===== config.mk =====
export PLATFORM = sky130hd
export DESIGN_NAME = volume_control
export DESIGN_NICKNAME = d
export VERILOG_FILES = /design/src/source/key_recorder_pkg.sv /design/src/source/volume_control.sv
export SDC_FILE = /design/constraint.sdc
export NUM_CORES = 1
export LEC_CHECK = 0
export BUFFER_PORTS_ARGS = -buffer_cell sky130_fd_sc_hd__buf_4
export CORE_AREA = 3 3 40 42
export CTS_BUF_LIST = sky130_fd_sc_hd__clkbuf_8
export DETAILED_ROUTE_END_ITERATION = 10
export DIE_AREA = 0 0 43 45
export GPL_TIMING_DRIVEN = 0
export PLACE_DENSITY = 0.5
export SLEW_MARGIN = 20
export SYNTH_ARGS = -nofsm -noshare
export SYNTH_HDL_FRONTEND = slang
export SYNTH_SLANG_ARGS = --single-unit

===== constraint.sdc =====
create_clock -name clock -period 2.2 [get_ports clock]
set_input_delay 0.11 -clock clock [delete_from_list [all_inputs] [get_ports clock]]
set_output_delay 0.11 -clock clock [all_outputs]
set_load 0.05 [all_outputs]

===== src/source/key_recorder_pkg.sv =====
package key_recorder_pkg;

  ////////////////////////////////////////////////////////////////////////////
  // data widths
  ////////////////////////////////////////////////////////////////////////////

  // one bit per key, the unit that is recorded and played back
  typedef logic [16:0] key_pattern_t;

  // headphone volume, 31 is loudest
  typedef logic [4:0] volume_t;

  // codec register address and value
  typedef logic [7:0] codec_addr_t;
  typedef logic [15:0] codec_data_t;

  // one codec register access, address in the upper byte
  typedef struct packed {
    codec_addr_t addr;
    codec_data_t data;
  } codec_command_t;

  // record and playback modes
  typedef enum logic [1:0] {
    mode_idle,
    mode_record,
    mode_playback
  } record_mode_t;

  ////////////////////////////////////////////////////////////////////////////
  // constants
  ////////////////////////////////////////////////////////////////////////////

  localparam volume_t volume_reset_value = 5'd8;
  localparam volume_t volume_max = 5'd31;

  // length of the command loop, one step per sample strobe
  localparam int command_steps = 16;

  // record source code for the microphone input
  localparam logic [2:0] record_source_mic = 3'b000;

  // register addresses whose data is built at run time
  localparam codec_addr_t addr_headphone = 8'h04;
  localparam codec_addr_t addr_record_select = 8'h1A;

  // fixed entries of the command table
  localparam codec_command_t cmd_read_id = '{addr: 8'h80, data: 16'h0000};
  localparam codec_command_t cmd_pcm_volume = '{addr: 8'h18, data: 16'h0808};
  localparam codec_command_t cmd_record_gain = '{addr: 8'h1C, data: 16'h0F0F};
  localparam codec_command_t cmd_mic_gain = '{addr: 8'h0E, data: 16'h8048};
  localparam codec_command_t cmd_beep_volume = '{addr: 8'h0A, data: 16'h0000};
  localparam codec_command_t cmd_general = '{addr: 8'h20, data: 16'h8000};

endpackage

===== src/source/volume_control.sv =====
module volume_control
  import key_recorder_pkg::*;
(
  input logic clock,
  input logic reset,
  input logic up,
  input logic down,
  output volume_t volume
);

  logic up_prev;
  logic down_prev;
  logic up_edge;
  logic down_edge;

  // rising edges of the clean levels
  assign up_edge = up & ~up_prev;
  assign down_edge = down & ~down_prev;

  always_ff @(posedge clock) begin
    if (reset) begin
      up_prev <= 1'b0;
      down_prev <= 1'b0;
      volume <= volume_reset_value;
    end else begin
      up_prev <= up;
      down_prev <= down;
      // down has priority when both edges land together
      if (down_edge) begin
        if (volume != '0)
          volume <= volume - 1'b1;
      end else if (up_edge && volume != volume_max) begin
        volume <= volume + 1'b1;
      end
    end
  end

  // at most one step per cycle and no wrap at either end
  assert property (@(posedge clock) disable iff (reset)
    !$past(reset) |-> (int'(volume) == int'($past(volume))) ||
                      (int'(volume) == int'($past(volume)) + 1) ||
                      (int'(volume) == int'($past(volume)) - 1));

endmodule


# Word-level counts from Yosys, hierarchy flattened
# Index checks and enable logic that the tools add are counted.
# classes
bitwise_logic	4
n_reduce_logical	4
n_lt_le_gt_ge	0
add_sub_neg	2
shifts	0
div	0
eq_ne	2
n_mux	3
mul	0
# op_table
operator	count
$mux 5	3
$add 5x1->5 const B	1
$ne 5x5->1 const B	1
$reduce_bool 5->1	1
$sub 5x1->5 const B	1
$and 1x1->1	2
$ne 2x1->1 const B	1
$not 1->1	2
$reduce_and 2->1	1
$reduce_bool 2->1	1
$logic_and 1x1->1	1
# word_totals
memories	0
mem_bits_rw	0
regBits	7
romBits	0
elab_cells	18
output_inout_bits	5
latchBits	0
input_bits	4

# Logic depth before layout (Yosys ltp)
# Gate-level depths: netlist of the first run.
# depth
depth_word	5
ltp_mapped	8
mapped_depth_nobuf	7

# Worst setup path before layout of the first run
# No wires, ideal clock.
# synth_timing
kind	flip-flop to flip-flop
from	register volume[1]
to	register volume[4]
setup_time_ns	0.123
period_less_slack_ns	1.968
path_buffers	0
path_stages_with_launch	7
arrival_ns	1.845
path_slack_ns	0.232
required_ns	2.077
cell_sequence	dfxtp_1 xnor2_1 ha_1 o31a_1 nor3_1 o21ai_2 mux2_1
# synth_via
elab_chain_cells	4
elab_cells_between_ends	11
cone_classes	add/sub: 2; eq/ne: 2; mux: 3; reduce/logical: 4
# synth_rtl
element	line_no	text
from (decl)	volume_control.sv:8	output volume_t volume
from (signal assigned)	volume_control.sv:24	volume <= volume_reset_value;
from (signal assigned)	volume_control.sv:31	volume <= volume - 1'b1;
from (signal assigned)	volume_control.sv:33	volume <= volume + 1'b1;
parallel branches: the longest is 4 deep, another holds $add 5x1->5	n/a	
# Several ways; the timed one is not identified. The select of a mux whose other input is x is not followed.
# A chain may end at the register's enable or synchronous reset.

# Worst setup path after layout of the first run
# layout_timing
from	register down_prev
to	register volume[4]
# layout_via
elab_chain_cells	4
elab_cells_between_ends	6
cone_classes	eq/ne: 1; mux: 1; bitwise: 2; reduce/logical: 2
# layout_rtl
element	line_no	text
from (decl)	volume_control.sv:12	logic down_prev;
from (signal assigned)	volume_control.sv:27	down_prev <= down;
$not 1->1 *	volume_control.sv:18	assign down_edge = down & ~down_prev;
$and 1x1->1 *	volume_control.sv:18	
$ne 2x1->1 (no source line) or $reduce_bool 2->1 (tied branches)	n/a	
$reduce_and 2->1 (no source line)	n/a	
# Every way passes the cells marked *; elsewhere a longest branch is shown, timed or not.

==> flow_metrics.env, run 1 <==
export IMPL_ys_flop_type="dfxtp_1"
export IMPL_hold_violations=0
export IMPL_die_area_um2=1940
export IMPL_clockRootBuffer="clkbuf_8"
export IMPL_synthesis_area_um2=422
export IMPL_yosysMostFrequentCell="dfxtp_1"
export IMPL_synthCells=49
export IMPL_dr_max_layer_used="met4"
export IMPL_grt_max_degree=10
export IMPL_yosys_top_cells_area="dfxtp_1 33%, xnor2_1 6.2%, ha_1 5.9%"
export IMPL_status="completed"
export IMPL_avgSynthCellArea_um2=8.61
export IMPL_worst_endpoint_arrival_ns=1.98
export IMPL_leakagePower_nw=0.225
export IMPL_slew_headroom_pct=73.6
export IMPL_synth_warnings=0
export IMPL_gp_congestion=0.722
export IMPL_antenna_found_initial=0
export IMPL_place_port_buffers=7
export IMPL_synth_xor_area_share_pct=8.31
export IMPL_die_width_um=43
export IMPL_synth_top_area_share_pct=33.2
export IMPL_yosysUniqueCellTypes=25
export IMPL_critPathKind="reg2reg"
export IMPL_nets=67
export IMPL_cts_resized=0
export IMPL_swShare_pct=36.7
export IMPL_syn_to_final_growth_pct=27.6
export IMPL_n_antenna_cell=0
export IMPL_pwr_share_comb_pct=35.0
export IMPL_cts_buffer_depth=2
export IMPL_dr_pass1_iters=2
export IMPL_grt_pass1_vias=327
export IMPL_power_w=0.000537
export IMPL_required_ns=2.31
export IMPL_core_area_um2=1280
export IMPL_synth_compound_area_share_pct=19.0
export IMPL_wl_um=817
export IMPL_rsz0062_at_grt="no"
export IMPL_post_cts_setup_buffer_count=0
export IMPL_final_cells=75
export IMPL_vias=368
export IMPL_post_route_min_period_ns=1.87
export IMPL_htreeDepth=1
export IMPL_hold_path_class="in2reg"
export IMPL_grt_pass1_wl_mm=1.42
export IMPL_die_h_um=45
export IMPL_path_clk_slew_ns=0.04
export IMPL_ios=9
export IMPL_peakVddDrop_v=0.000403
export IMPL_placed_cells=71
export IMPL_power_frac_seq_pct=32.5
export IMPL_post_route_drc_count=0
export IMPL_worstSetupStartpointType="register"
export IMPL_cts_sinks=7
export IMPL_synth_mux_area_share_pct=2.67
export IMPL_utilization_pct=41.9
export IMPL_cts_buffers=3
export IMPL_p_int_w=0.000340
export IMPL_maxCapViolCount=0
export IMPL_grt_overflow_total=0
export IMPL_drt_met1_wl_um=382
export IMPL_p_sw_w=0.000197
export IMPL_fillers=142
export IMPL_wl_met2_um=336
export IMPL_synth_simple_gate_area_share_pct=27.9
export IMPL_slew_viol_final=0
export IMPL_clock_fmax_mhz=534
export IMPL_fin_skew_ns=0.00109
export IMPL_powerDensity_nw_per_um2=998
export IMPL_yosysSeqAreaShare_pct=33.2
export IMPL_synth_top_family_by_area="simple AND/OR/NAND/NOR gates"
export IMPL_synth_nets=55
export IMPL_grt_usage_pct=10.6
export IMPL_cts_hold_buf=0
export IMPL_wl_met3_um=70
export IMPL_drt_iter0_drc=2
export IMPL_synthTopCellsByCount="7 x dfxtp_1, 6 x nor2_1, 4 x nand2_1, 4 x nor2b_1"
export IMPL_cp_end_kind="register"
export IMPL_p_clk_share_pct=32.5
export IMPL_worstMarginPinSlew_ns=0.395
export IMPL_timing_hold_ws_ns=0.103
export IMPL_drive_gt1_share_pct=28.3
export IMPL_clock_latency_ns=0.23
export IMPL_synth_adder_area_share_pct=5.93
export IMPL_cts_tree="built"
export IMPL_detail_route_antenna_nets=0
export IMPL_rows=13
export IMPL_setup_viol=0
export IMPL_setup_tns_ns=0
export IMPL_yosys_area_top_type="dfxtp_1"
export IMPL_synth_edff_count=0
export IMPL_period_share_pct=85.1
export IMPL_via_per_inst=4.91
export IMPL_cp_max_fo=8
export IMPL_ys_ff_latch=7
export IMPL_initial_utilization_pct=32.8
export IMPL_avgRoutedWirePerCell_um=10.9
export IMPL_ys_async_sr_fraction_pct=0
==> stage by stage <==
step,instance area (um^2),setup slack [ns]
after floorplan,422,0.232
after global placement,493,0.317
after detailed placement,493,0.327
after CTS,538,0.313
after global routing,538,0.215
final,538,0.327
==> worst max-delay path, stage by stage, from the launching register on <==
cell,delay (ns)
dfxtp_1,0.28
nand2b_1,0.12
buf_2,0.17
xnor2_1,0.14
ha_1,0.23
o31a_1,0.25
nor3_1,0.18
o21ai_2,0.07
mux2_1,0.31
==> logic make-up after synthesis <==
family	after synthesis
AOI/OAI and AO/OA	10
xor gates and xnor gates	4
adders and majority gates	2
buffers and inverters	3
DFF	7
muxes	1
and+or+nand+nor	22
==> state kept, by name, indices dropped and copies added (netlist names) <==
name,flops
up_prev,1
down_prev,1
volume,5
==> power by group through the flow <==
stage	Clock (W)	Combinational (W)	Sequential (W)
6_report	0.000175	0.000188	0.000175
5_1_grt	0.000190	0.000206	0.000179
4_1_cts	0.000182	0.000189	0.000175
3_5_place_dp	0	0.000187	0.000177
3_3_place_gp	0	0.000189	0.000177
2_1_floorplan	0	0.0000912	0.000228
==> worst paths after layout <==
kind | end | cells after the start | start | slack, ns
setup reg to reg | volume[4] | 8 | down_prev | 0.33
setup / recovery | volume[4] | 8 | down_prev | 0.33
hold / removal | up_prev | 2 | up | 0.10
hold reg to reg | volume[1] | 2 | volume[1] | 0.58
==> area by class of cell <==
type / instances / area [um^2] / area share [%]
Sequential cell: 7 / 140 / 26.0
Clock buffer: 3 / 41.3 / 7.67
Clock inverter: 1 / 3.75 / 0.698
Inverter: 1 / 3.75 / 0.698
Timing Repair Buffer: 7 / 52.6 / 9.77
Tap cell: 15 / 18.8 / 3.49
Multi-Input combinational cell: 39 / 269 / 50.0
Buffer: 2 / 8.76 / 1.63
==> cell usage in the layout (no fill, tap or decap), types with 2 or more instances in the layout <==
master and instances:
a21oi_1 3, buf_4 7, clkbuf_8 3, dfxtp_1 7, ha_1 2, nand2_1 4
nand3_1 2, nor2_1 6, nor2b_1 4, nor3_1 2, xnor2_1 3
==> layer usage <==
layer  track usage, %  vias to the layer above
met5                0                        -
li1                 -                      190
met2             13.8                       11
met4             10.8                        0
met1             12.6                      163
met3             4.38                        4
Power figures use the tool's default switching activity.
==> inputs of run 2 (changes only) <==
Settings changed: PLACE_DENSITY 0.5 to unset.
==> run 2 against run 1 <==
Compared with the run above: count of clock-buffer cells in the layout stayed put; critical path type unchanged; critical path depth is the same; design area stayed put; sequential share of layout area unchanged; hold slack improved by 0.010 ns; flip-flop and latch count did not move.
==> flow_metrics.env, run 2 (synthesis results as in run 1) <==
export IMPL_cts_tree="built"
export IMPL_grt_max_degree=10
export IMPL_gp_congestion=0.734
export IMPL_core_area_um2=1280
export IMPL_utilization_pct=41.9
export IMPL_worst_path_buf_inv=1
export IMPL_power_frac_seq_pct=32.8
export IMPL_final_cells=75
export IMPL_clockRootBuffer="clkbuf_8"
export IMPL_path_clk_slew_ns=0.04
export IMPL_place_port_buffers=7
export IMPL_path_depth=8
export IMPL_syn_to_final_growth_pct=27.6
export IMPL_period_share_pct=84.6
export IMPL_swShare_pct=36.5
export IMPL_post_route_drc_count=0
export IMPL_largest_register_ffs=5
export IMPL_peakVddDrop_v=0.000294
export IMPL_die_h_um=45
export IMPL_htreeDepth=1
export IMPL_cp_end_kind="register"
export IMPL_hold_violations=0
export IMPL_maxCapViolCount=0
export IMPL_placed_cells=71
export IMPL_detail_route_antenna_nets=0
export IMPL_setup_tns_ns=0
export IMPL_cts_resized=0
export IMPL_clock_latency_ns=0.22
export IMPL_antenna_found_initial=0
export IMPL_rr_startpoint="down_prev"
export IMPL_slowest_delay_ns=0.30
export IMPL_drt_iter0_drc=3
export IMPL_vias=384
export IMPL_status="completed"
export IMPL_grt_pass1_wl_mm=1.38
export IMPL_crit_family="compound AO/OA/AOI/OAI gates"
export IMPL_via_per_inst=5.12
export IMPL_top_regs="volume: 5 flops, down_prev: 1 flops, up_prev: 1 flops"
export IMPL_drive_gt1_share_pct=28.3
export IMPL_hold_path_class="in2reg"
export IMPL_final_cell_mix="7 x dfxtp_1, 7 x buf_4, 6 x nor2_1, 4 x nor2b_1, 4 x nand2_1"
export IMPL_cts_buffer_depth=2
export IMPL_n_antenna_cell=0
export IMPL_rsz0062_at_grt="no"
export IMPL_ios=9
export IMPL_p_int_w=0.000340
export IMPL_die_width_um=43
export IMPL_cts_sinks=7
export IMPL_slew_viol_final=0
export IMPL_timing_hold_ws_ns=0.113
export IMPL_powerDensity_nw_per_um2=995
export IMPL_cp_slowest_cell="mux2_1"
export IMPL_clock_fmax_mhz=538
export IMPL_min_delay_start="up"
export IMPL_place_area_um2=493
export IMPL_crit_start="down_prev"
export IMPL_path_cells="nand2b_1 > buf_2 > xnor2_1 > ha_1 > o31a_1 > nor3_1 > o21ai_2 > mux2_1"
export IMPL_required_ns=2.31
export IMPL_place_hpwl_um=598
export IMPL_fin_skew_ns=0.00195
export IMPL_grt_overflow_total=0
export IMPL_avgRoutedWirePerCell_um=11.1
export IMPL_reg2reg_depth=8
export IMPL_p_clk_share_pct=32.0
export IMPL_worstSetupStartpointType="register"
export IMPL_rows=13
export IMPL_initial_utilization_pct=32.8
export IMPL_post_route_min_period_ns=1.86
export IMPL_critPathKind="reg2reg"
export IMPL_post_cts_setup_buffer_count=0
export IMPL_worstMarginPinSlew_ns=0.396
export IMPL_hold_depth=2
export IMPL_wl_um=829
export IMPL_dr_pass1_iters=4
export IMPL_grt_usage_pct=10.2
export IMPL_slew_headroom_pct=73.6
export IMPL_grt_pass1_vias=310
export IMPL_leakagePower_nw=0.225
export IMPL_setup_viol=0
export IMPL_worst_endpoint_arrival_ns=1.97
export IMPL_die_area_um2=1940
export IMPL_cp_max_fo=8
export IMPL_design_area_um2=538
export IMPL_pwr_share_comb_pct=35.2
export IMPL_p_sw_w=0.000195
export IMPL_nets=67
export IMPL_cts_hold_buf=0
export IMPL_top_register="volume"
export IMPL_cts_buffers=3
[run 2: cell counts in the layout (fill, tap and decap cells not counted)]
Identical to the previous run, type by type.
[run 2: power by group through the flow]
| stage | clock network, W | registers (W) | logic, W |
|---|---|---|---|
| after CTS | 0.000181 | 0.000175 | 0.000189 |
| after floorplan | 0 | 0.000228 | 0.0000912 |
| after global routing | 0.000190 | 0.000179 | 0.000202 |
| after detailed placement | 0 | 0.000177 | 0.000188 |
| after global placement | 0 | 0.000177 | 0.000187 |
| final | 0.000171 | 0.000176 | 0.000189 |
[run 2: per-stage QoR]
step | total power [W] | worst slack (ns)
after floorplan | 0.000319 | 0.232
after global placement | 0.000365 | 0.347
after detailed placement | 0.000365 | 0.340
after CTS | 0.000545 | 0.332
after global routing | 0.000572 | 0.198
final | 0.000536 | 0.340
[run 2: routing by layer]
layer / vias up / wire length [um] / global-route usage [%] / part of all wire [%]
li1: 191 / - / - / -
met1: 180 / 379 / 12.8 / 46
met2: 11 / 387 / 13.2 / 47
met3: 2 / 54 / 2.79 / 6.5
met4: 0 / 8 / 10.8 / 0.97
met5: - / 0 / 0 / 0
[run 2: worst paths after layout]
check	slack, ns	end
setup / recovery	0.34	volume[4]
setup reg to reg	0.34	volume[4]
hold reg to reg	0.58	volume[1]
hold / removal	0.11	up_prev
[run 2: cell type report]
cell class	count	area, um^2
Tap cell	15	18.8
Multi-Input combinational cell	39	269
Buffer	2	8.76
Inverter	1	3.75
Clock inverter	1	3.75
Sequential cell	7	140
Clock buffer	3	41.3
Timing Repair Buffer	7	52.6
Fill cell	137	747
