## src/source/key_recorder_pkg.sv

```systemverilog
package key_recorder_pkg;

  ////////////////////////////////////////////////////////////////////////////
  // data widths
  ////////////////////////////////////////////////////////////////////////////

  // one bit per key, the unit that is recorded and played back
  typedef logic [16:0] key_pattern_t;

  // headphone volume, 31 is loudest
  typedef logic [4:0] volume_t;

  // codec register address and value
  typedef logic [7:0] codec_addr_t;
  typedef logic [15:0] codec_data_t;

  // one codec register access, address in the upper byte
  typedef struct packed {
    codec_addr_t addr;
    codec_data_t data;
  } codec_command_t;

  // record and playback modes
  typedef enum logic [1:0] {
    mode_idle,
    mode_record,
    mode_playback
  } record_mode_t;

  ////////////////////////////////////////////////////////////////////////////
  // constants
  ////////////////////////////////////////////////////////////////////////////

  localparam volume_t volume_reset_value = 5'd8;
  localparam volume_t volume_max = 5'd31;

  // length of the command loop, one step per sample strobe
  localparam int command_steps = 16;

  // record source code for the microphone input
  localparam logic [2:0] record_source_mic = 3'b000;

  // register addresses whose data is built at run time
  localparam codec_addr_t addr_headphone = 8'h04;
  localparam codec_addr_t addr_record_select = 8'h1A;

  // fixed entries of the command table
  localparam codec_command_t cmd_read_id = '{addr: 8'h80, data: 16'h0000};
  localparam codec_command_t cmd_pcm_volume = '{addr: 8'h18, data: 16'h0808};
  localparam codec_command_t cmd_record_gain = '{addr: 8'h1C, data: 16'h0F0F};
  localparam codec_command_t cmd_mic_gain = '{addr: 8'h0E, data: 16'h8048};
  localparam codec_command_t cmd_beep_volume = '{addr: 8'h0A, data: 16'h0000};
  localparam codec_command_t cmd_general = '{addr: 8'h20, data: 16'h8000};

endpackage
```

## src/source/record_control.sv

```systemverilog
module record_control
  import key_recorder_pkg::*;
#(
  parameter int addr_width = 10
) (
  input logic clock,
  input logic reset,
  input logic ready,
  input logic record_level,
  input logic playback_level,
  input key_pattern_t key_pattern,
  input key_pattern_t mem_rdata,
  output logic mem_write,
  output logic [addr_width-1:0] mem_addr,
  output key_pattern_t mem_wdata,
  output record_mode_t mode,
  output key_pattern_t key_out
);

  localparam int depth = 2 ** addr_width;
  // one extra bit so a full memory can be counted
  typedef logic [addr_width:0] position_t;

  position_t position;
  position_t length;
  logic record_prev;
  logic playback_prev;
  logic record_pending;
  logic playback_pending;
  logic record_request;
  logic playback_request;
  logic at_end;
  logic mem_read;
  logic read_pending;
  key_pattern_t live_key;
  key_pattern_t play_key;

  ////////////////////////////////////////////////////////////////////////////
  // button requests
  ////////////////////////////////////////////////////////////////////////////

  // an edge on the strobe cycle itself counts too
  assign record_request = record_pending | (record_level & ~record_prev);
  assign playback_request = playback_pending | (playback_level & ~playback_prev);

  always_ff @(posedge clock) begin
    if (reset) begin
      record_prev <= 1'b0;
      playback_prev <= 1'b0;
      record_pending <= 1'b0;
      playback_pending <= 1'b0;
    end else begin
      record_prev <= record_level;
      playback_prev <= playback_level;
      // every strobe consumes the requests, acted on or dropped
      if (ready) begin
        record_pending <= 1'b0;
        playback_pending <= 1'b0;
      end else begin
        record_pending <= record_request;
        playback_pending <= playback_request;
      end
    end
  end

  ////////////////////////////////////////////////////////////////////////////
  // memory access
  ////////////////////////////////////////////////////////////////////////////

  assign at_end = (position == length);
  assign mem_addr = position[addr_width-1:0];
  assign mem_wdata = key_pattern;

  always_comb begin
    mem_write = 1'b0;
    mem_read = 1'b0;
    if (ready) begin
      case (mode)
        // playback start reads entry 0 right away, record wins a tie
        mode_idle: mem_read = !record_request && playback_request && length != '0;
        // the stopping strobe writes nothing
        mode_record: mem_write = !record_request;
        mode_playback: mem_read = !at_end;
        default: mem_read = 1'b0;
      endcase
    end
  end

  ////////////////////////////////////////////////////////////////////////////
  // mode fsm, moves only on a strobe
  ////////////////////////////////////////////////////////////////////////////

  always_ff @(posedge clock) begin
    if (reset) begin
      mode <= mode_idle;
      position <= '0;
      length <= '0;
    end else if (ready) begin
      case (mode)
        mode_idle: begin
          if (record_request) begin
            mode <= mode_record;
            position <= '0;
            length <= '0;
          end else if (mem_read) begin
            mode <= mode_playback;
            position <= position + 1'b1;
          end
        end
        mode_record: begin
          if (record_request) begin
            mode <= mode_idle;
            position <= '0;
          end else begin
            length <= position + 1'b1;
            position <= position + 1'b1;
            // last address written, memory is full
            if (position == position_t'(depth - 1)) begin
              mode <= mode_idle;
              position <= '0;
            end
          end
        end
        mode_playback: begin
          if (at_end) begin
            mode <= mode_idle;
            position <= '0;
          end else begin
            position <= position + 1'b1;
          end
        end
        default: mode <= mode_idle;
      endcase
    end
  end

  ////////////////////////////////////////////////////////////////////////////
  // key output
  ////////////////////////////////////////////////////////////////////////////

  always_ff @(posedge clock) begin
    if (reset) begin
      live_key <= '0;
      play_key <= '0;
      read_pending <= 1'b0;
    end else begin
      read_pending <= mem_read;
      if (ready)
        live_key <= key_pattern;
      // memory word lands one cycle after its address
      if (read_pending)
        play_key <= mem_rdata;
    end
  end

  assign key_out = (mode == mode_playback) ? play_key : live_key;

  // writes only while recording, on a strobe
  assert property (@(posedge clock) disable iff (reset)
    mem_write |-> ready && mode == mode_record);

  // playback never reads past what was recorded
  assert property (@(posedge clock) disable iff (reset)
    mode == mode_playback |-> position <= length);

endmodule

```

## config.mk

```make
export PLATFORM = sky130hd
export DESIGN_NAME = record_control
export DESIGN_NICKNAME = d
export VERILOG_FILES = /design/src/source/key_recorder_pkg.sv /design/src/source/record_control.sv
export SDC_FILE = /design/constraint.sdc
export NUM_CORES = 1
export LEC_CHECK = 0
export BUFFER_PORTS_ARGS = -buffer_cell sky130_fd_sc_hd__buf_2
export CORE_ASPECT_RATIO = 0.5
export CORE_MARGIN = 8
export CORE_UTILIZATION = 45
export CTS_CLUSTER_DIAMETER = 50
export DETAILED_ROUTE_END_ITERATION = 10
export MAX_ROUTING_LAYER = met4
export PLACE_DENSITY_LB_ADDON = 0.1
export SLEW_MARGIN = 5
export SYNTH_ARGS = -nofsm -noshare
export SYNTH_HDL_FRONTEND = slang
export SYNTH_SLANG_ARGS = --single-unit
```

## constraint.sdc

```tcl
create_clock -name clock -period 2.2 [get_ports clock]
set_input_delay 0.33 -clock clock [delete_from_list [all_inputs] [get_ports clock]]
set_output_delay 0.33 -clock clock [all_outputs]
set_load 0.02 [all_outputs]
```

; After elaboration in Yosys (flattened, before gate mapping)
; Index checks and enable logic that the tools add are counted.
[totals]
register_bits = 63
inputBits = 39
out_inout_bits = 47
word_cells = 58
[op_classes]
addsub = 1
eq_ne = 9
muxes = 20
n_bitwise = 6
reduce_logical = 12
[ops]
columns = op, n
row1 = 11-bit two-way mux, 7
row2 = 11-bit case mux with 3 select lines, 1
row3 = 11-bit case mux with 2 select lines, 1
row4 = 17-bit two-way mux, 1
row5 = 11-bit by 1-bit adder with 11-bit output (second input constant), 1
row6 = 11-bit by 10-bit == test with 1-bit output (second input constant), 1
row7 = 11-bit == test, 1
row8 = 11-bit nonzero test, 1
row9 = 2-bit two-way mux, 5
row10 = 4-bit AND reduction, 2
row11 = 2-bit inequality test (second input constant), 3
row12 = 3-bit inequality test (second input constant), 2
row13 = 2-bit case mux with 3 select lines, 1
row14 = 1-bit two-way mux, 3
row15 = 3-bit AND reduction, 1
row16 = 3-bit nonzero test, 1
row17 = 1-bit AND, 2
row18 = 2-bit by 1-bit == test with 1-bit output (second input constant), 1
row19 = 2-bit == test (second input constant), 1
row20 = 1-bit logical AND, 2
row21 = 1-bit logical NOT, 2
row22 = 2-bit logical NOT, 1
row23 = 1-bit NOT, 2
row24 = 1-bit bitwise OR, 2
row25 = other kinds (3), 3

; Logic depth before layout (Yosys ltp)
; Gate-level depths: netlist (run 1).
[logic_depth]
word_depth = 11
mapped_depth = 8
mapped_depth_nobuf = 7

; Worst setup path after synthesis (run 1)
; No wires, ideal clock.
[synth_timing]
kind = flip-flop to output port
startpoint = register mode[1]
endpoint = output port key_out[10]
arrival_ps = 1824
path_slack_ps = 46
stages_incl_launch_ff = 5
n_path_buf = 2
path_cell_list = dfxtp_1 > ha_1 > clkbuf_1 > clkbuf_1 > mux2_2
[synth_via]
elab_chain_len = 2
[synth_rtl]
columns = item, line
row1 = start: declaration, record_control.sv:16  ; output record_mode_t mode,
row2 = start signal: assignment, record_control.sv:95  ; mode <= mode_idle;
row3 = start signal: assignment, record_control.sv:102  ; mode <= mode_record;
row4 = start signal: assignment, record_control.sv:106  ; mode <= mode_playback;
row5 = 2-bit == test, record_control.sv:156  ; assign key_out = (mode == mode_playback) ? play_key : live_key;
row6 = 17-bit two-way mux, record_control.sv:156
row7 = end: declaration, record_control.sv:17  ; output key_pattern_t key_out
; Every way passes these cells.

; Worst setup path after layout (run 1)
[layout_timing]
startpoint = register mode[0]
endpoint = output port key_out[0]
; The elaborated chain is that of the path after synthesis.

==> results of run 1 <==
[through the flow]
stage | total power, mW | std cells | util, % | instance area (µm²) | setup WS [ns]
3_5_place_dp | 1.62 | 501 | 51.1 | 3670 | 0.162
3_3_place_gp | 1.62 | 501 | 51.1 | 3670 | 0.251
2_1_floorplan | 1.50 | 350 | - | 3280 | 0.0462
4_1_cts | 3.04 | 516 | 55.3 | 3970 | 0.00975
5_1_grt | 3.12 | 516 | 55.5 | 3980 | 0.00236
6_report | 3.01 | 516 | 55.5 | 3980 | 0.0622
[cell type report]
type / count / area share (%)
flip-flops and latches: 63 / 31.7
repair buffers: 102 / 14.0
clock buffers: 12 / 6.44
inverters: 11 / 1.04
clock inverters: 3 / 1.07
multi-input cells: 229 / 42.8
well taps: 96 / 3.02
[how the worst min path moves through the flow]
| stage | start | end | depth (start not counted) |
|---|---|---|---|
| after floorplan | play_key[0] | play_key[0] | 2 |
| after global placement | play_key[0] | play_key[0] | 2 |
| after detailed placement | play_key[16] | play_key[16] | 2 |
| after CTS | record_level | record_prev | 2 |
| after global routing | record_level | record_prev | 2 |
| final | record_level | record_prev | 2 |
[layout by cell type (no fill, tap or decap), types with 6 or more instances in the layout]
cell,n
nand2_1,12
nand2b_1,6
xnor2_1,16
a21oi_1,15
nand3_1,8
dfxtp_1,63
clkbuf_16,9
or3_1,7
buf_2,85
nor2_1,43
buf_4,16
mux2i_1,36
inv_1,11
mux2_2,17
[metal layers]
| metal | up-vias | part of all wire, % | routed length (µm) | track usage (%) |
|---|---|---|---|---|
| li1 | 1319 | - | - | - |
| met1 | 1224 | 46 | 3800 | 19.4 |
| met2 | 76 | 47 | 3890 | 26.1 |
| met3 | 14 | 5.9 | 487 | 6.05 |
| met4 | 0 | 1.5 | 123 | 5.60 |
| met5 | - | 0 | 0 | - |
[kinds of logic (layout without fill, tap and decap cells)]
kind of cell	Yosys count	count (layout)	share of synthesized area, %
adders and majority gates	5	5	1.91
buffers and inverters	58	128	9.98
muxes	53	53	16.8
AOI/OAI and AO/OA	45	45	10.3
and+or+nand+nor	108	108	17.8
xor gates and xnor gates	18	18	4.80
DFF	63	63	38.4
[power breakdown]
group	internal, mW	switching (mW)	leakage, nW
Sequential	1.17	0.0199	0.512
Combinational	0.170	0.242	1.05
Clock	0.929	0.475	0.145
Total	2.27	0.736	1.70
[what timing repair did]
action,4_1_cts,5_1_grt
gates cloned,0,0
gates resized for setup,1,2
pin swaps,0,0
endpoints found under the setup margin,17,19
[worst reg2reg max path, stage by stage (launching register included)]
cell      delay (ns)
dfxtp_1         0.35
inv_1           0.11
ha_1            0.27
nor3b_2         0.27
a21boi_1        0.33
a21o_1          0.16
buf_4           0.19
a21oi_1         0.06
o32ai_1         0.22
[sequential cells by signal, indices dropped and copies added, names as in the netlist]
| name | cells |
|---|---|
| length | 11 |
| live_key | 17 |
| mode | 2 |
| play_key | 17 |
| playback_pending | 1 |
| playback_prev | 1 |
| position | 11 |
| read_pending | 1 |
| record_pending | 1 |
| record_prev | 1 |
==> results.json, run 1 <==
{
  "syn_area_um2": 3280,
  "yosysMostFrequentCell": "dfxtp_1",
  "synth_top_area_share_pct": 38.4,
  "period_share_pct": 97.2,
  "ys_seq_area_share_pct": 38.4,
  "rsz0062_at_grt": "no",
  "wl_per_cell_um": 16.1,
  "critPathMaxFanout": 17,
  "htree_levels": 3,
  "final_layout_size_suffix_gt1_share_pct": 35.7,
  "cts.sinks": 63,
  "coreArea_um2": 7180,
  "avgSynthCellArea_um2": 9.38,
  "ys_warn_count": 0,
  "slowest_delay_ns": 0.36,
  "rows": 22,
  "drv_slew": 0,
  "path_class": "flop to output port",
  "drtIter0Drc": 125,
  "grt_max_degree": 26,
  "yosysUniqueCellTypes": 53,
  "cp_num_cells": 5,
  "clk_path_buf_depth": 2,
  "dp_hpwl_um": 6250,
  "timing.rr.start": "mode[0]",
  "nets": 460,
  "grt.overflow.total": 0,
  "final.setup.tns_ns": 0,
  "port_buffers": 85,
  "n_fill_cell": 677,
  "start_kind": "flop",
  "synth-async-reset-ratio_pct": 0,
  "multi_input_area_um2": 1710,
  "relSlewSlack_pct": 63.4,
  "worstPathArrival_ns": 1.81,
  "ctsHoldBuffers": 0,
  "clkTransAtPathRegs_ns": 0.05,
  "synthTopCellsByCount": "dfxtp_1 (63), nor2_1 (43), mux2i_1 (36)",
  "drc_errors": 0,
  "leakage_nw": 1.70,
  "io_pins": 86,
  "path_cells": "inv_1 -> ha_2 -> buf_6 -> mux2_2 -> buf_2",
  "synth_nets": 394,
  "period_needed_ns": 2.14,
  "synth_enable_flop_cells": 0,
  "crit_family": "buffers and inverters",
  "syn2layout_area_growth_pct": 21.3,
  "ff_latch_area_um2": 1260,
  "grt_use_total_pct": 16.7,
  "worst_slew_pin_slew_ns": 0.548,
  "endpoint": "key_out[0]",
  "fmax_ghz": 0.468,
  "die_w_um": 137,
  "synthTopCellsByArea": "dfxtp_1 (38%), mux2i_1 (11%), buf_4 (6.4%)",
  "cp_slowest_cell": "mux2_2",
  "critPathCaptureType": "output port",
  "finalHoldViolations": 0,
  "crit_required_ns": 1.87,
  "firstDrtPassIters": 4,
  "r2r_cells": 8,
  "tritoncts": "built",
  "ant_nets": 0,
  "initial_core_util_pct": 45.7,
  "critPathLaunch": "mode[0]",
  "num_vias": 2633,
  "post_cts_buffers": 0,
  "die-area_um2": 10500,
  "die_h_um": 76.4,
  "path_buf_inv": 3,
  "gp_routability_congestion": 0.916,
  "synth_area_leader_cell": "dfxtp_1",
  "final-setup-viol-count": 0,
  "synth_ff_type": "dfxtp_1",
  "clock_skew_ns": 0.00622,
  "drv_cap": 0,
  "syn-instance-count": 350,
  "cts_buffers": 9,
  "outcome": "complete, no violations",
  "ir_worst_vdd_v": 0.000373,
  "totalWireLength_um": 8300,
  "rr_endpoint": "position[4]",
  "grt_pass1_vias": 2830,
  "ys_ff_latch": 63,
  "power_density_nw_per_um2": 755,
  "antenna_found_initial": 0,
  "hp-class": "input port to flop",
  "grt_pass1_wl_um": 13600,
  "r2r_setup_slack_ns": 0.15,
  "via_per_inst": 5.10,
  "n_antenna_cell": 0,
  "cts_root_buffer": "clkbuf_16",
  "clock_latency_ns": 0.33,
  "hold-worst-slack_ns": 0.231
}
Power figures use the tool's default switching activity.
==> inputs of run 2 (changes only) <==
- PLACE_DENSITY: not set -> 0.79
- PLACE_DENSITY_LB_ADDON: 0.1 -> not set
==> results.json, run 2 (synthesis gave the netlist of run 1 again) <==
{
  "outcome": "complete, no violations",
  "relSlewSlack_pct": 60.7,
  "highest_layer": "met4",
  "worst_slew_pin_slew_ns": 0.590,
  "path_class": "flop to output port",
  "critPathLaunch": "mode[0]",
  "worstPathArrival_ns": 1.74,
  "critPathMaxFanout": 17,
  "drv_cap": 0,
  "ctsResizeCount": 1,
  "rows": 22,
  "ir_worst_vdd_v": 0.000417,
  "period_share_pct": 93.9,
  "drtIter0Drc": 175,
  "grt_max_degree": 43,
  "fmax_ghz": 0.484,
  "period_needed_ns": 2.07,
  "n_fill_cell": 657,
  "ctsHoldBuffers": 0,
  "cts_root_buffer": "clkbuf_16",
  "clkTransAtPathRegs_ns": 0.05,
  "die-area_um2": 10500,
  "critPathCaptureType": "output port",
  "top_regs": "live_key x17, play_key x17",
  "antenna_found_initial": 0,
  "nets": 453,
  "io_pins": 86,
  "final_cell_mix": "buf_2 (85), dfxtp_1 (63), nor2_1 (43)",
  "drv_slew": 0,
  "cts_buffers": 9,
  "via_per_inst": 5.06,
  "totalWireLength_um": 7570,
  "final_common_cell": "buf_2",
  "post_cts_buffers": 0,
  "grt_pass1_vias": 2694,
  "dr_wl_met3_um": 397,
  "syn2layout_area_growth_pct": 19.4,
  "die_h_um": 76.4,
  "start_kind": "flop",
  "leakage_nw": 1.66,
  "firstDrtPassIters": 4,
  "n_antenna_cell": 0,
  "grt.overflow.total": 0,
  "clock_latency_ns": 0.32,
  "clock_skew_ns": 0.00415,
  "grt_use_total_pct": 15.7,
  "port_buffers": 85,
  "drc_errors": 0,
  "die_w_um": 137,
  "dp_hpwl_um": 5680,
  "htree_levels": 3,
  "total_power_mw": 2.86,
  "tritoncts": "built",
  "power_density_nw_per_um2": 729,
  "hp-class": "input port to flop",
  "coreArea_um2": 7180,
  "dr_wl_met2_um": 3550,
  "final_layout_size_suffix_gt1_share_pct": 34.7,
  "clk_path_buf_depth": 2,
  "grt_pass1_wl_um": 12900,
  "cts.sinks": 63,
  "finalHoldViolations": 0,
  "place_worst_setup_slack_ns": 0.169,
  "wl_per_cell_um": 14.9,
  "timing.rr.start": "position[1]",
  "final-setup-viol-count": 0,
  "crit_required_ns": 1.87,
  "initial_core_util_pct": 45.7,
  "gp_routability_congestion": 0.888,
  "num_vias": 2568,
  "hp-start": "record_level",
  "setup_ws_ns": 0.134,
  "ant_nets": 0,
  "wl_met1_um": 3520
}
==> run 2: changes by cell type in the layout (fill, tap and decap cells not counted) <==
cell / delta
clkbuf_1: +1
a21boi_1: -1
bufinv_16: -1
a21o_2: +1
a21o_1: -1
clkinvlp_4: -1
a21boi_2: +1
buf_12: +1
buf_6: -1
buf_8: +1
buf_4: -8
==> run 2: stage by stage <==
| stage | cell area, µm² | cells | TNS, ns | hold WS, ns | utilization [%] |
|---|---|---|---|---|---|
| after floorplan | 3280 | 350 | 0 | 0.454 | - |
| after global placement | 3630 | 494 | 0 | 0.468 | 50.5 |
| after detailed placement | 3630 | 494 | 0 | 0.480 | 50.5 |
| after CTS | 3900 | 508 | 0 | 0.217 | 54.3 |
| after global routing | 3920 | 508 | -0.000391 | 0.249 | 54.5 |
| final | 3920 | 508 | 0 | 0.233 | 54.5 |
==> run 2: cell type report <==
cell class,count,area [µm²],share of cell area [%]
flip-flops and latches,63,1260,32.2
inverters,11,41.3,1.05
clock inverters,1,5.00,0.128
repair buffers,95,520,13.3
well taps,96,120,3.07
multi-input cells,229,1710,43.6
clock buffers,13,260,6.64
==> run 2: power by group <==
part	internal, mW	total (mW)	switching, mW	leakage [nW]
registers	1.17	1.19	0.0178	0.512
clock network	0.808	1.26	0.453	0.132
logic	0.168	0.406	0.238	1.02
==> run 2: path summary, 6_finish.rpt <==
path | end | slack, ns | depth (start not counted)
max | key_out[3] | 0.13 | 5
min reg2reg | play_key[15] | 0.48 | 2
min | record_prev | 0.23 | 2
max reg2reg | mode[1] | 0.16 | 7
==> run 2: critical path, cell delays in order, from the launching register on <==
cell and delay, ns:
dfxtp_1 0.34, inv_1 0.10, ha_2 0.24, buf_8 0.20
mux2_2 0.35, buf_2 0.16
==> run 2: per-layer routing <==
| metal | vias to the layer above | GRT usage, % |
|---|---|---|
| met3 | 9 | 4.67 |
| met4 | 0 | 6.89 |
| met2 | 71 | 24.8 |
| met5 | - | - |
| li1 | 1307 | - |
| met1 | 1181 | 18.2 |
