<file path="src/source/key_recorder_pkg.sv">
package key_recorder_pkg;

  ////////////////////////////////////////////////////////////////////////////
  // data widths
  ////////////////////////////////////////////////////////////////////////////

  // one bit per key, the unit that is recorded and played back
  typedef logic [16:0] key_pattern_t;

  // headphone volume, 31 is loudest
  typedef logic [4:0] volume_t;

  // codec register address and value
  typedef logic [7:0] codec_addr_t;
  typedef logic [15:0] codec_data_t;

  // one codec register access, address in the upper byte
  typedef struct packed {
    codec_addr_t addr;
    codec_data_t data;
  } codec_command_t;

  // record and playback modes
  typedef enum logic [1:0] {
    mode_idle,
    mode_record,
    mode_playback
  } record_mode_t;

  ////////////////////////////////////////////////////////////////////////////
  // constants
  ////////////////////////////////////////////////////////////////////////////

  localparam volume_t volume_reset_value = 5'd8;
  localparam volume_t volume_max = 5'd31;

  // length of the command loop, one step per sample strobe
  localparam int command_steps = 16;

  // record source code for the microphone input
  localparam logic [2:0] record_source_mic = 3'b000;

  // register addresses whose data is built at run time
  localparam codec_addr_t addr_headphone = 8'h04;
  localparam codec_addr_t addr_record_select = 8'h1A;

  // fixed entries of the command table
  localparam codec_command_t cmd_read_id = '{addr: 8'h80, data: 16'h0000};
  localparam codec_command_t cmd_pcm_volume = '{addr: 8'h18, data: 16'h0808};
  localparam codec_command_t cmd_record_gain = '{addr: 8'h1C, data: 16'h0F0F};
  localparam codec_command_t cmd_mic_gain = '{addr: 8'h0E, data: 16'h8048};
  localparam codec_command_t cmd_beep_volume = '{addr: 8'h0A, data: 16'h0000};
  localparam codec_command_t cmd_general = '{addr: 8'h20, data: 16'h8000};

endpackage
</file>
<file path="src/source/codec_command_seq.sv">
module codec_command_seq
  import key_recorder_pkg::*;
(
  input logic clock,
  input logic reset,
  input logic ready,
  input volume_t volume,
  output codec_command_t codec_command,
  output logic command_valid
);

  logic [$clog2(command_steps)-1:0] step;
  volume_t attenuation;
  codec_command_t table_entry;

  // codec wants attenuation, not gain
  assign attenuation = volume_max - volume;

  // register table, the gaps keep polling the id register
  always_comb begin
    case (step)
      4'd3: begin
        // same attenuation on left and right
        table_entry = '{
          addr: addr_headphone,
          data: {3'b000, attenuation, 3'b000, attenuation}
        };
      end
      4'd5: table_entry = cmd_pcm_volume;
      4'd6: begin
        // mic on both channels
        table_entry = '{
          addr: addr_record_select,
          data: {5'b00000, record_source_mic, 5'b00000, record_source_mic}
        };
      end
      4'd7: table_entry = cmd_record_gain;
      4'd9: table_entry = cmd_mic_gain;
      4'd10: table_entry = cmd_beep_volume;
      4'd11: table_entry = cmd_general;
      default: table_entry = cmd_read_id;
    endcase
  end

  always_ff @(posedge clock) begin
    if (reset) begin
      step <= '0;
      codec_command <= '0;
      command_valid <= 1'b0;
    end else if (ready) begin
      codec_command <= table_entry;
      // valid from the first load onward
      command_valid <= 1'b1;
      // wraps after the last step
      step <= step + 1'b1;
    end
  end

endmodule

</file>
<file path="config.mk">
export PLATFORM = sky130hd
export DESIGN_NAME = codec_command_seq
export DESIGN_NICKNAME = d
export VERILOG_FILES = /design/src/source/key_recorder_pkg.sv /design/src/source/codec_command_seq.sv
export SDC_FILE = /design/constraint.sdc
export NUM_CORES = 1
export LEC_CHECK = 0
export ABC_AREA = 1
export BUFFER_PORTS_ARGS = -buffer_cell sky130_fd_sc_hd__buf_4
export CORE_MARGIN = 2
export CORE_UTILIZATION = 45
export CTS_BUF_LIST = sky130_fd_sc_hd__clkbuf_16
export CTS_CLUSTER_SIZE = 30
export DETAILED_ROUTE_END_ITERATION = 8
export GPL_TIMING_DRIVEN = 1
export PLACE_DENSITY = 0.83
export SYNTH_ARGS = -nofsm -noshare
export SYNTH_HDL_FRONTEND = slang
export SYNTH_SLANG_ARGS = --single-unit
</file>
<file path="constraint.sdc">
create_clock -name clock -period 3.1 [get_ports clock]
set_clock_uncertainty 0.1 [all_clocks]
set_input_delay 0.62 -clock clock [delete_from_list [all_inputs] [get_ports clock]]
set_output_delay 0.62 -clock clock [all_outputs]
set_load 0.005 [all_outputs]
</file>
Word level (Yosys, flattened, before mapping) --
Cells that the tools add are included.
Operators by class: add/subtract/negate cells 2, muxes and demuxes 1, eq/ne operators 7
Operators with widths (number):
- 24-bit case mux with 7 select lines | 1
- 4-bit by 3-bit equality test with 1-bit output (second input constant) | 3
- 4-bit equality test (second input constant) | 3
- 5-bit subtractor (first input constant) | 1
- 4-bit by 1-bit adder with 4-bit output (second input constant) | 1
- 4-bit by 2-bit equality test with 1-bit output (second input constant) | 1
Storage, ports and cells: input port bits 8, output and inout port bits 25, bits in registers 29, logic and storage cells 14

Logic depth before layout (Yosys ltp) --
Gate-level depths: netlist (run 1).
depth in word-level cells 2, depth in mapped cells 6, depth with buffers taken out 6

Worst setup path before layout (run 1) --
OpenSTA, ideal clock, no wires.
path type input -> register, start point input port ready, end point register codec_command[11] (netlist name), required time 2.932 ns, buffers on the path 1, arrival 1.142 ns, library setup time 0.068 ns, slack 1.790 ns, stages on the path 4, cell sequence inv_1 -> clkbuf_1 -> nand2_1 -> a21oi_2
RTL lines:
- from (decl) | RTL line codec_command_seq.sv:6 | input logic ready,
- to (signal assigned) | RTL line codec_command_seq.sv:51 | codec_command <= table_entry;
- to (decl) | RTL line codec_command_seq.sv:8 | output codec_command_t codec_command,

Worst setup path in the final report (run 1) --
start point register codec_command[12] (netlist name), end point output port codec_command[12] (netlist name)
No word-level cell between the ends.

==> summary.md, run 1 <==
| Metric | Value |
|---|---|
| Fin crit period | 1.44 ns |
| Synth Register Bits | 19 |
| Via-to-Cell Ratio | 4.74 |
| Tcrit/Tclk final | 46.5% |
| Synthesized area | 928 µm² |
| Hold Buf Count CTS | 0 |
| Largest net degree at the start of global routing | 24 |
| First-pass GRT wire length | 2820 µm |
| Residual DRC | 0 |
| Pleak | 0.533 nW |
| CTS tree | yes |
| Num CTS Buffers | 3 |
| Nets | 153 |
| # port buffers | 26 |
| GRT Total Usage | 15.1% |
| Post-DP HPWL | 1290 µm |
| Warnings from Yosys | 0 |
| MaxCap Viol Count | 0 |
| Resized cells post-CTS | 0 |
| R2R cell count | 5 |
| I/O pins | 33 |
| Post-synth top area share | 41.0% |
| Area of the core | between 1500 and 2000 µm² |
| Placed inst area | roughly 1100 µm² |
| Status | completed |
| WL per Instance | 10.2 µm |
| RSZ-0062 raised after global routing | no |
| Worst path required time | 2.38 ns |
| Grt ovf | 0 |
| Crit-path max FO | 3 |
| Crit path kind | flip-flop to primary output |
| Gate Count Post-Synth | 120 |
| Fin area | 1150 µm² |
| Placed instance count | 164 |
| Crit-path leading delay family | flip-flops |
| Grt met3 use | about 2.8% |
| Starting DRT DRC Count | 17 |
| Fin. max-slew vios | 0 |
| Met2 Track Usage GR | 26.6% |
| Cell taking the most area after synthesis | dfxtp_1 |
| Fillcell total | 179 |
| Storage cell area | 380 µm² |
| Crit path capture type | primary output |
| First-pass detailed-route iteration total | 4 |
| Final wirelength | roughly 1700 µm |
| Die ar. | 2440 µm² |
| Buf+Inv Stages, Crit Path | 1 |
| Post-CTS setup buffer count | 0 |
| Mean Syn Cell Area | between 7 and 8 µm² |
| Number of global-route vias before repair | 714 |
| Syn-to-layout area delta | 24.4% |
| GP Congestion | about 0.77 |
| Top Usage Layer GRT | met2 |
| Die X-Extent | 49.4 µm |
| CP Cell Sequence | buf_4 |
| Number of inserted diodes | 0 |
| WP data arrival | between 0.7 and 0.8 ns |
| Hold Path Cell Cnt | 2 |
| Max stage delay on crit path | 0.35 ns |
| Multi-input logic area | about 430 µm² |
| Proportion of synthesized chip area in sequential cells | 41.0% |
| Final ANT Viol Nets | 0 |
| H-tree depth | 1 |
| Vias | 797 |
| Clock-pin slew on the worst setup and hold paths | 0.05 ns |
| Main area contributors after synthesis | dfxtp_1 41%, nand2_1 12%, buf_4 8.9%, a21oi_1 7.0%, ha_1 4.0% |
| Aggregate negative setup slack | 0 ns |
| CP Depth | 1 |
| Crit path max-delay cell type | dfxtp_1 |
| Die H | around 49 µm |
| CP startpoint kind | flip-flop |
| Pwr Density | 491 nW/µm² |
| GR Util met1 | between 15 and 20% |
| Worst VDD drop | 0.323 mV |
| Final Setup Violations | 0 |
| Worst hold path class | flip-flop to flip-flop |
| Row count | 16 |
| Post-Layout Cell Count | 168 |
| CTS Sinks | 19 |
| Initial Util | 47.3% |
| Number of antenna violations at the first check in global routing | 0 |
| Max Fclk | 0.694 GHz |
| Clock Latency Late Sink | 0.25 ns |
| Post-synth cell types | 24 |
| CTS max path bufs | 2 |
| Clk root buf | clkbuf_16 |
| Layout cell share with drive strength beyond 1 | 27.7% |
| Final Hold Vio Count | 0 |
[per-layer routing]
metal,up-vias,part of all wire (%)
met5,-,0
met4,0,1.3
met3,3,4.3
met2,25,50
met1,350,44
li1,419,-
[Yosys cell counts]
cell,n
buf_4,11
a21oi_1,13
nand3b_1,2
buf_6,1
dfxtp_1,19
nand4_1,1
nand2_1,29
o21ai_0,3
clkbuf_1,1
nor4_1,1
nor2_1,4
inv_2,2
nor2_4,2
conb_1,1
nand3_1,6
o211ai_1,1
buf_1,1
a31oi_1,1
inv_1,7
ha_1,3
o21ai_2,1
nor3_1,1
o21ai_1,5
a21oi_2,4
[logic make-up (layout without fill, tap and decap cells)]
group	after synthesis	after routing	synth area share [%]
AO/OA/AOI/OAI	28	28	17.5
adder cells (fa/ha/maj)	3	3	4.04
buffers and inverters	23	39	14.6
flip-flops	19	19	41.0
other	1	6	0.404
AND/OR/NAND/NOR	46	46	22.5
[power by group]
part	switching (W)	leakage [nW]	internal, W
clock	0.0000878	0.0409	0.000173
sequential	0.00000575	0.155	0.000252
combinational	0.0000280	0.337	0.0000209
[path summary, 6_finish.rpt]
path | endpoint | startpoint | slack, ns
max | codec_command[12] | codec_command[12] | 1.66
min | command_valid | command_valid | 0.36
max reg2reg | codec_command[9] | step[1] | 1.68
min reg2reg | command_valid | command_valid | 0.36
[through the flow]
step                setup WS, ns  hold WS, ns  total power [W]  util [%]
CTS                         1.65        0.369         0.000571      58.9
global placement            1.62        0.357         0.000310      54.8
finish                      1.66        0.363         0.000567      58.9
detailed placement          1.60        0.356         0.000311      54.8
global route                1.53        0.385         0.000590      58.9
floorplan                   1.79        0.358         0.000299         -
[state kept, by name, indices dropped and copies added, names as in the netlist]
signal	cells
codec_command	14
command_valid	1
step	4
[area by class of cell]
cell class | instances | share of cell area [%]
clock inverter | 1 | 0.433
inverter | 9 | 2.93
clock buffer | 3 | 6.50
timing repair buffer | 26 | 16.9
sequential | 19 | 32.9
tap | 27 | 2.93
multi-input combinational | 83 | 37.4
[placed cells by master, fill, tap and decap left out, types with 3 or more instances in the layout]
cell type and count:
o21ai_0 3, nand3_1 6, dfxtp_1 19, inv_1 7, buf_4 26, nor2_1 4
o21ai_1 5, a21oi_1 13, ha_1 3, clkbuf_16 3, nand2_1 29, conb_1 6
a21oi_2 4
(Power assumes the default switching activity.)
==> inputs of run 2 (changes only) <==
Settings changed: ABC_AREA 1 to 0.
Clock period 3.1 ns to 1.4 ns, I/O delays scaled along.
==> run 2 against run 1 <==
  * Cell count fell by 6.0%
  * Synthesized cell count fell by 10%
  * Routed wire length rose by 19%
  * First-iteration DRC count fell by 12%
  * Via count fell by 1.5%
  * Sequential power rose by 120%
  * Non-clock buffer count rose by 4
  * Global-route usage rose by 1.4 points
  * Clock power rose by 120%
  * Highest routed layer unchanged
  * Core utilization rose by 4.9 points
  * Die area rose by 2.4%
  * Critical path depth rose by 4
  * Largest cell class unchanged
==> summary.md, run 2 <==
| Metric | Value |
|---|---|
| Clk root buf | clkbuf_16 |
| Pwr Density | 1040 nW/µm² |
| CP startpoint kind | flip-flop |
| Pleak | 0.511 nW |
| Crit path kind | flip-flop to flip-flop |
| Max stage delay on crit path | 0.35 ns |
| Max Fclk | 0.721 GHz |
| Die X-Extent | 50 µm |
| Crit path max-delay cell type | dfxtp_2 |
| Residual DRC | 0 |
| Most frequent cells in the layout | 30 x buf_4, 17 x dfxtp_1, 13 x nor2_1, 12 x nand2b_1, 7 x a21oi_1 |
| Cell taking the most area after synthesis | dfxtp_1 |
| Tcrit/Tclk final | between 90% and 100% |
| Post-CTS setup buffer count | 0 |
| Worst hold path class | primary input to flip-flop |
| Post-DP HPWL | 1280 µm |
| Status | completed |
| Clock-pin slew on the worst setup and hold paths | 0.05 ns |
| Fin. max-slew vios | 0 |
| First-pass GRT wire length | around 3200 µm |
| Clock Latency Late Sink | 0.25 ns |
| CTS max path bufs | 2 |
| Buf+Inv Stages, Crit Path | 1 |
| Gate Count Post-Synth | roughly 110 |
| CTS tree | yes |
| Warnings from Yosys | 0 |
| Setup ws final | 0.0134 ns |
| Final wirelength | about 2000 µm |
| Async set-or-reset flop fraction in the synthesized netlist | 0% |
| Synth Register Bits | 19 |
| Aggregate negative setup slack | 0 ns |
| Proportion of synthesized chip area in sequential cells | 39.9% |
| Area of the core | 1980 µm² |
| Synth top cells by count | 19 x dfxtp_1, 13 x nor2_1, 12 x nand2b_1 |
| Post-synth top area share | 39.9% |
| Fin crit period | between 1 and 1.5 ns |
| Row count | 16 |
| # port buffers | 26 |
| Via-to-Cell Ratio | 4.97 |
| Nets | ~140 |
| CP Cell Sequence | inv_1 -> ha_4 -> or2_4 -> o211ai_1 -> a21oi_1 |
| Vias | between 700 and 800 |
| Final ANT Viol Nets | 0 |
| Top flop regs | codec_command (14), step (4), command_valid (1) |
| Mean Syn Cell Area | 8.82 µm² |
| Synthesized area | 952 µm² |
| Max FFs per register | 14 |
| MaxCap Viol Count | 0 |
| Largest net degree at the start of global routing | 33 |
| RSZ-0062 raised after global routing | yes |
| Final Hold Vio Count | 0 |
| Crit-path leading delay family | flip-flops |
| H-tree depth | 1 |
| Die ar. | 2500 µm² |
| GRT Total Usage | around 17% |
| WP data arrival | around 1.4 ns |
| GP Congestion | 0.813 |
| Final Setup Violations | 0 |
| Layout cell share with drive strength beyond 1 | 36.6% |
| DP Worst Slack | -0.0409 ns |
| Number of global-route vias before repair | 720 |
| First-pass detailed-route iteration total | 4 |
| Post-synth cell types | 34 |
| Most used flip-flop cell after synthesis | dfxtp_1 |
| Most common cell after layout, fill and taps aside | buf_4 |
| Worst hold start | volume[4] |
| Most flop-heavy register | codec_command |
| WL per Instance | 12.9 µm |
| Worst VDD drop | 0.727 mV |
| Starting DRT DRC Count | 15 |
| Crit-path max FO | 4 |
| I/O pins | 33 |
| Initial Util | between 40% and 50% |
| Critical path origin | step[1] |
| Count leader, synth | dfxtp_1 |
| Syn-to-layout area delta | 32.7% |
| Grt ovf | 0 |
| Number of antenna violations at the first check in global routing | 0 |
| RR Startpoint | step[1] |
| Num CTS Buffers | 3 |
| Worst path required time | between 1 and 1.5 ns |
| Crit path capture type | flip-flop |
| Number of inserted diodes | 0 |
| CTS Sinks | 19 |
| Post-synth EDFFs | 0 |
| Die H | approximately 50 µm |
| Main area contributors after synthesis | dfxtp_1 40%, buf_4 8.7%, nand2b_1 7.9%, nor2_1 5.1%, ha_1 3.9% |
[run 2: changes by cell type after synthesis, sizes merged, moves of 2 or more]
cell / previous run / this run
buf: 13 / 16
nand2: 29 / 3
xor2: 0 / 2
a21oi: 17 / 7
nor2b: 0 / 2
a311oi: 0 / 3
nand3b: 2 / 0
inv: 9 / 2
nor2: 6 / 13
and2b: 0 / 2
o21ai: 9 / 3
nand2b: 0 / 12
[run 2: final timing paths]
path         cells after the start                 to  slack [ns]
max                              5  codec_command[20]        0.01
max reg2reg                      5  codec_command[20]        0.01
min reg2reg                      2      command_valid        0.37
min                              4  codec_command[12]        0.21
[run 2: metal layers]
layer,vias to the layer above,wire (µm),GRT usage (%),share of wire [%]
li1,393,-,-,-
met1,361,895,20.4,44
met2,27,1010,26.8,50
met3,4,96,3.33,4.7
met4,0,34,8.80,1.7
met5,-,0,0,0
[run 2: timing repair]
action | 4_1_cts | 5_1_grt
resized for setup | 5 | 8
endpoints found under the setup margin | 4 | 5
pin swaps | 0 | 3
hold buffers | 0 | 0
[run 2: cells by family after synthesis]
kind of cell	Yosys count	synth area share [%]
flops	19	39.9
xor+xnor	3	2.76
buf+inv	18	12.0
fa+ha+maj	3	3.94
simple gates	42	24.3
compound gates	22	16.7
other cells	1	0.394
[run 2: report_power, final]
| group | internal (W) | switching (W) | leakage [nW] |
|---|---|---|---|
| logic | 0.0000808 | 0.0000809 | 0.313 |
| clock network | 0.000380 | 0.000195 | 0.0423 |
| registers | 0.000559 | 0.0000172 | 0.156 |
| total | 0.00102 | 0.000293 | 0.511 |
[run 2: worst reg2reg max path: stages, from the launching register on]
cell and delay, ns:
dfxtp_2 0.35, inv_1 0.08, ha_4 0.18, or2_4 0.27, o211ai_1 0.20, a21oi_1 0.09
[run 2: final cells by class]
cell class	count	area, µm²
fillers	168	718
multi-input cells	76	533
flip-flops and latches	19	385
repair buffers	30	225
clock buffers	3	75.1
well taps	27	33.8
inverters	2	7.51
clock inverters	1	3.75
[run 2: per-stage QoR]
stage          utilization, %  hold WS (ns)  instance area [µm²]  power [W]  instances
3_5_place_dp             57.0         0.363                 1130   0.000722        154
5_1_grt                  63.8         0.228                 1260    0.00136        158
6_report                 63.8         0.208                 1260    0.00131        158
4_1_cts                  61.4         0.213                 1220    0.00130        158
2_1_floorplan               -         0.358                  977   0.000679        113
3_3_place_gp             57.0         0.349                 1130   0.000717        154
==> inputs of run 3 (changes only) <==
Settings changed: CORE_UTILIZATION 45 to 40, PLACE_DENSITY 0.83 to 0.76.
==> run 3 against run 2 <==
  * Setup slack better by 0.0031 ns
  * Sequential share of layout area is 0.94 points lower
  * Maximum frequency is 0.23% higher
  * Core utilization is 5.0 points lower
  * Critical path type unchanged
  * Combinational power is 9.9% higher
  * Sequential cell count stayed put
  * Register-to-register slack hardly changed
==> summary.md, run 3 (same netlist as run 2, synthesis figures left out) <==
| Metric | Value |
|---|---|
| Fin. max-slew vios | 0 |
| Met2 WL | 1080 µm |
| Die H | roughly 53 µm |
| Pwr Density | 1020 nW/µm² |
| CTS Sinks | 19 |
| Final core utilization | 58.8% |
| Crit path max-delay cell type | dfxtp_4 |
| Initial Util | 42.6% |
| Met3 WL | 93 µm |
| RSZ-0062 raised after global routing | yes |
| Hold WS | between 0.2 and 0.25 ns |
| Top sig layer | met4 |
| CP Cell Sequence | buf_6 -> ha_4 -> o22a_4 -> o211ai_4 -> a221oi_2 |
| CP Depth | 5 |
| Max stage delay on crit path | 0.36 ns |
| Register-to-Register Setup Slack | 0.02 ns |
| Clk root buf | clkbuf_16 |
| Crit-path max FO | 3 |
| Fillcell total | 200 |
| Num CTS Buffers | 3 |
| Nets | 147 |
| Post-DP HPWL | 1320 µm |
| CP startpoint kind | flip-flop |
| Multi-input logic area | 544 µm² |
| WL met1 | 940 µm |
| Clock-pin slew on the worst setup and hold paths | 0.05 ns |
| WP data arrival | approximately 1.4 ns |
| Residual DRC | 0 |
| Clock Latency Late Sink | approximately 0.25 ns |
| Crit path capture type | flip-flop |
| Status | completed |
| Buf+Inv Stages, Crit Path | 1 |
| Max FFs per register | 14 |
| Final Setup Violations | 0 |
| Crit path kind | flip-flop to flip-flop |
| CTS max path bufs | 2 |
| Storage cell area | 388 µm² |
| Worst hold path class | primary input to flip-flop |
| GRT Total Usage | between 15 and 20% |
| Syn-to-layout area delta | 37.8% |
| Fin crit period | 1.38 ns |
| Crit-path leading delay family | compound AO/OA/AOI/OAI gates |
| Top flop regs | codec_command (14), step (4), command_valid (1) |
| Area of the core | approximately 2200 µm² |
| Most frequent cells in the layout | 33 x buf_4, 17 x dfxtp_1, 13 x nor2_1, 12 x nand2b_1, 7 x a21oi_1 |
| GP Congestion | 0.781 |
| MaxCap Viol Count | 0 |
| R2R cell count | 5 |
| WL per Instance | 13.2 µm |
| Hold Path Cell Cnt | 4 |
| Tcrit/Tclk final | a little over nine tenths |
| Number of inserted diodes | 0 |
| CTS tree | yes |
| Worst path required time | 1.42 ns |
| Die ar. | 2790 µm² |
| Starting DRT DRC Count | 12 |
| Row count | 17 |
| Final wirelength | around 2200 µm |
| Final Hold Vio Count | 0 |
| Final ANT Viol Nets | 0 |
| Pleak | about 0.53 nW |
| Max Fclk | 0.723 GHz |
| H-tree depth | 1 |
| Number of antenna violations at the first check in global routing | 0 |
| Layout cell share with drive strength beyond 1 | 40.0% |
| Via-to-Cell Ratio | ~5.0 |
| Grt ovf | 0 |
| Vias | ~800 |
| Number of global-route vias before repair | 725 |
| Most common cell after layout, fill and taps aside | buf_4 |
| Die X-Extent | 52.8 µm |
| Worst VDD drop | 0.693 mV |
| # port buffers | 26 |
| Largest net degree at the start of global routing | 23 |
| I/O pins | 33 |
| Most flop-heavy register | codec_command |
| First-pass GRT wire length | 3130 µm |
| First-pass detailed-route iteration total | 4 |
run 3: power by group:
part	switching, W	internal [W]	leakage [nW]
clock	0.000203	0.000380	0.0423
combinational	0.0000840	0.0000938	0.336
sequential	0.0000195	0.000559	0.156
total	0.000306	0.00103	0.534
run 3: layout make-up:
class	count	share of cell area [%]
Clock buffer	3	5.72
Clock inverter	1	0.286
Inverter	2	0.572
Multi-Input combinational cell	76	41.5
Sequential cell	19	29.6
Tap cell	28	2.67
Timing Repair Buffer	34	19.7
run 3: worst min-delay path, stage by stage:
cell,delay [ns]
buf_4,0.08
nor2_1,0.03
nand3_1,0.07
a21oi_1,0.06
run 3: worst paths after layout:
path                       from                 to
hold reg to reg   command_valid      command_valid
hold / removal        volume[4]  codec_command[12]
setup reg to reg        step[1]   codec_command[3]
setup / recovery        step[1]   codec_command[3]
run 3: metrics by stage:
step	power [W]	instances	setup TNS [ns]	instance area (µm²)	worst slack, ns
3_3_place_gp	0.000721	157	0	1150	0.0393
4_1_cts	0.00131	161	0	1230	0.0328
2_1_floorplan	0.000679	113	0	977	0.0263
5_1_grt	0.00139	163	-0.0342	1310	-0.0342
3_5_place_dp	0.000726	157	-0.0340	1150	-0.0284
6_report	0.00134	163	0	1310	0.0165
run 3: timing repair:
action / CTS / global route
pin swaps: 0 / 6
endpoints found under the hold margin: 0 / 0
resized for setup: 5 / 13
endpoints found under the setup margin: 3 / 5
buffers inserted: 0 / 2
cloned: 0 / 0
hold buffers: 0 / 0
run 3: routing by layer:
layer / track usage [%] / up-vias
met2: 23.8 / 25
met1: 18.5 / 384
met4: 10.3 / 0
li1: - / 406
met3: 3.43 / 4
met5: 0 / -
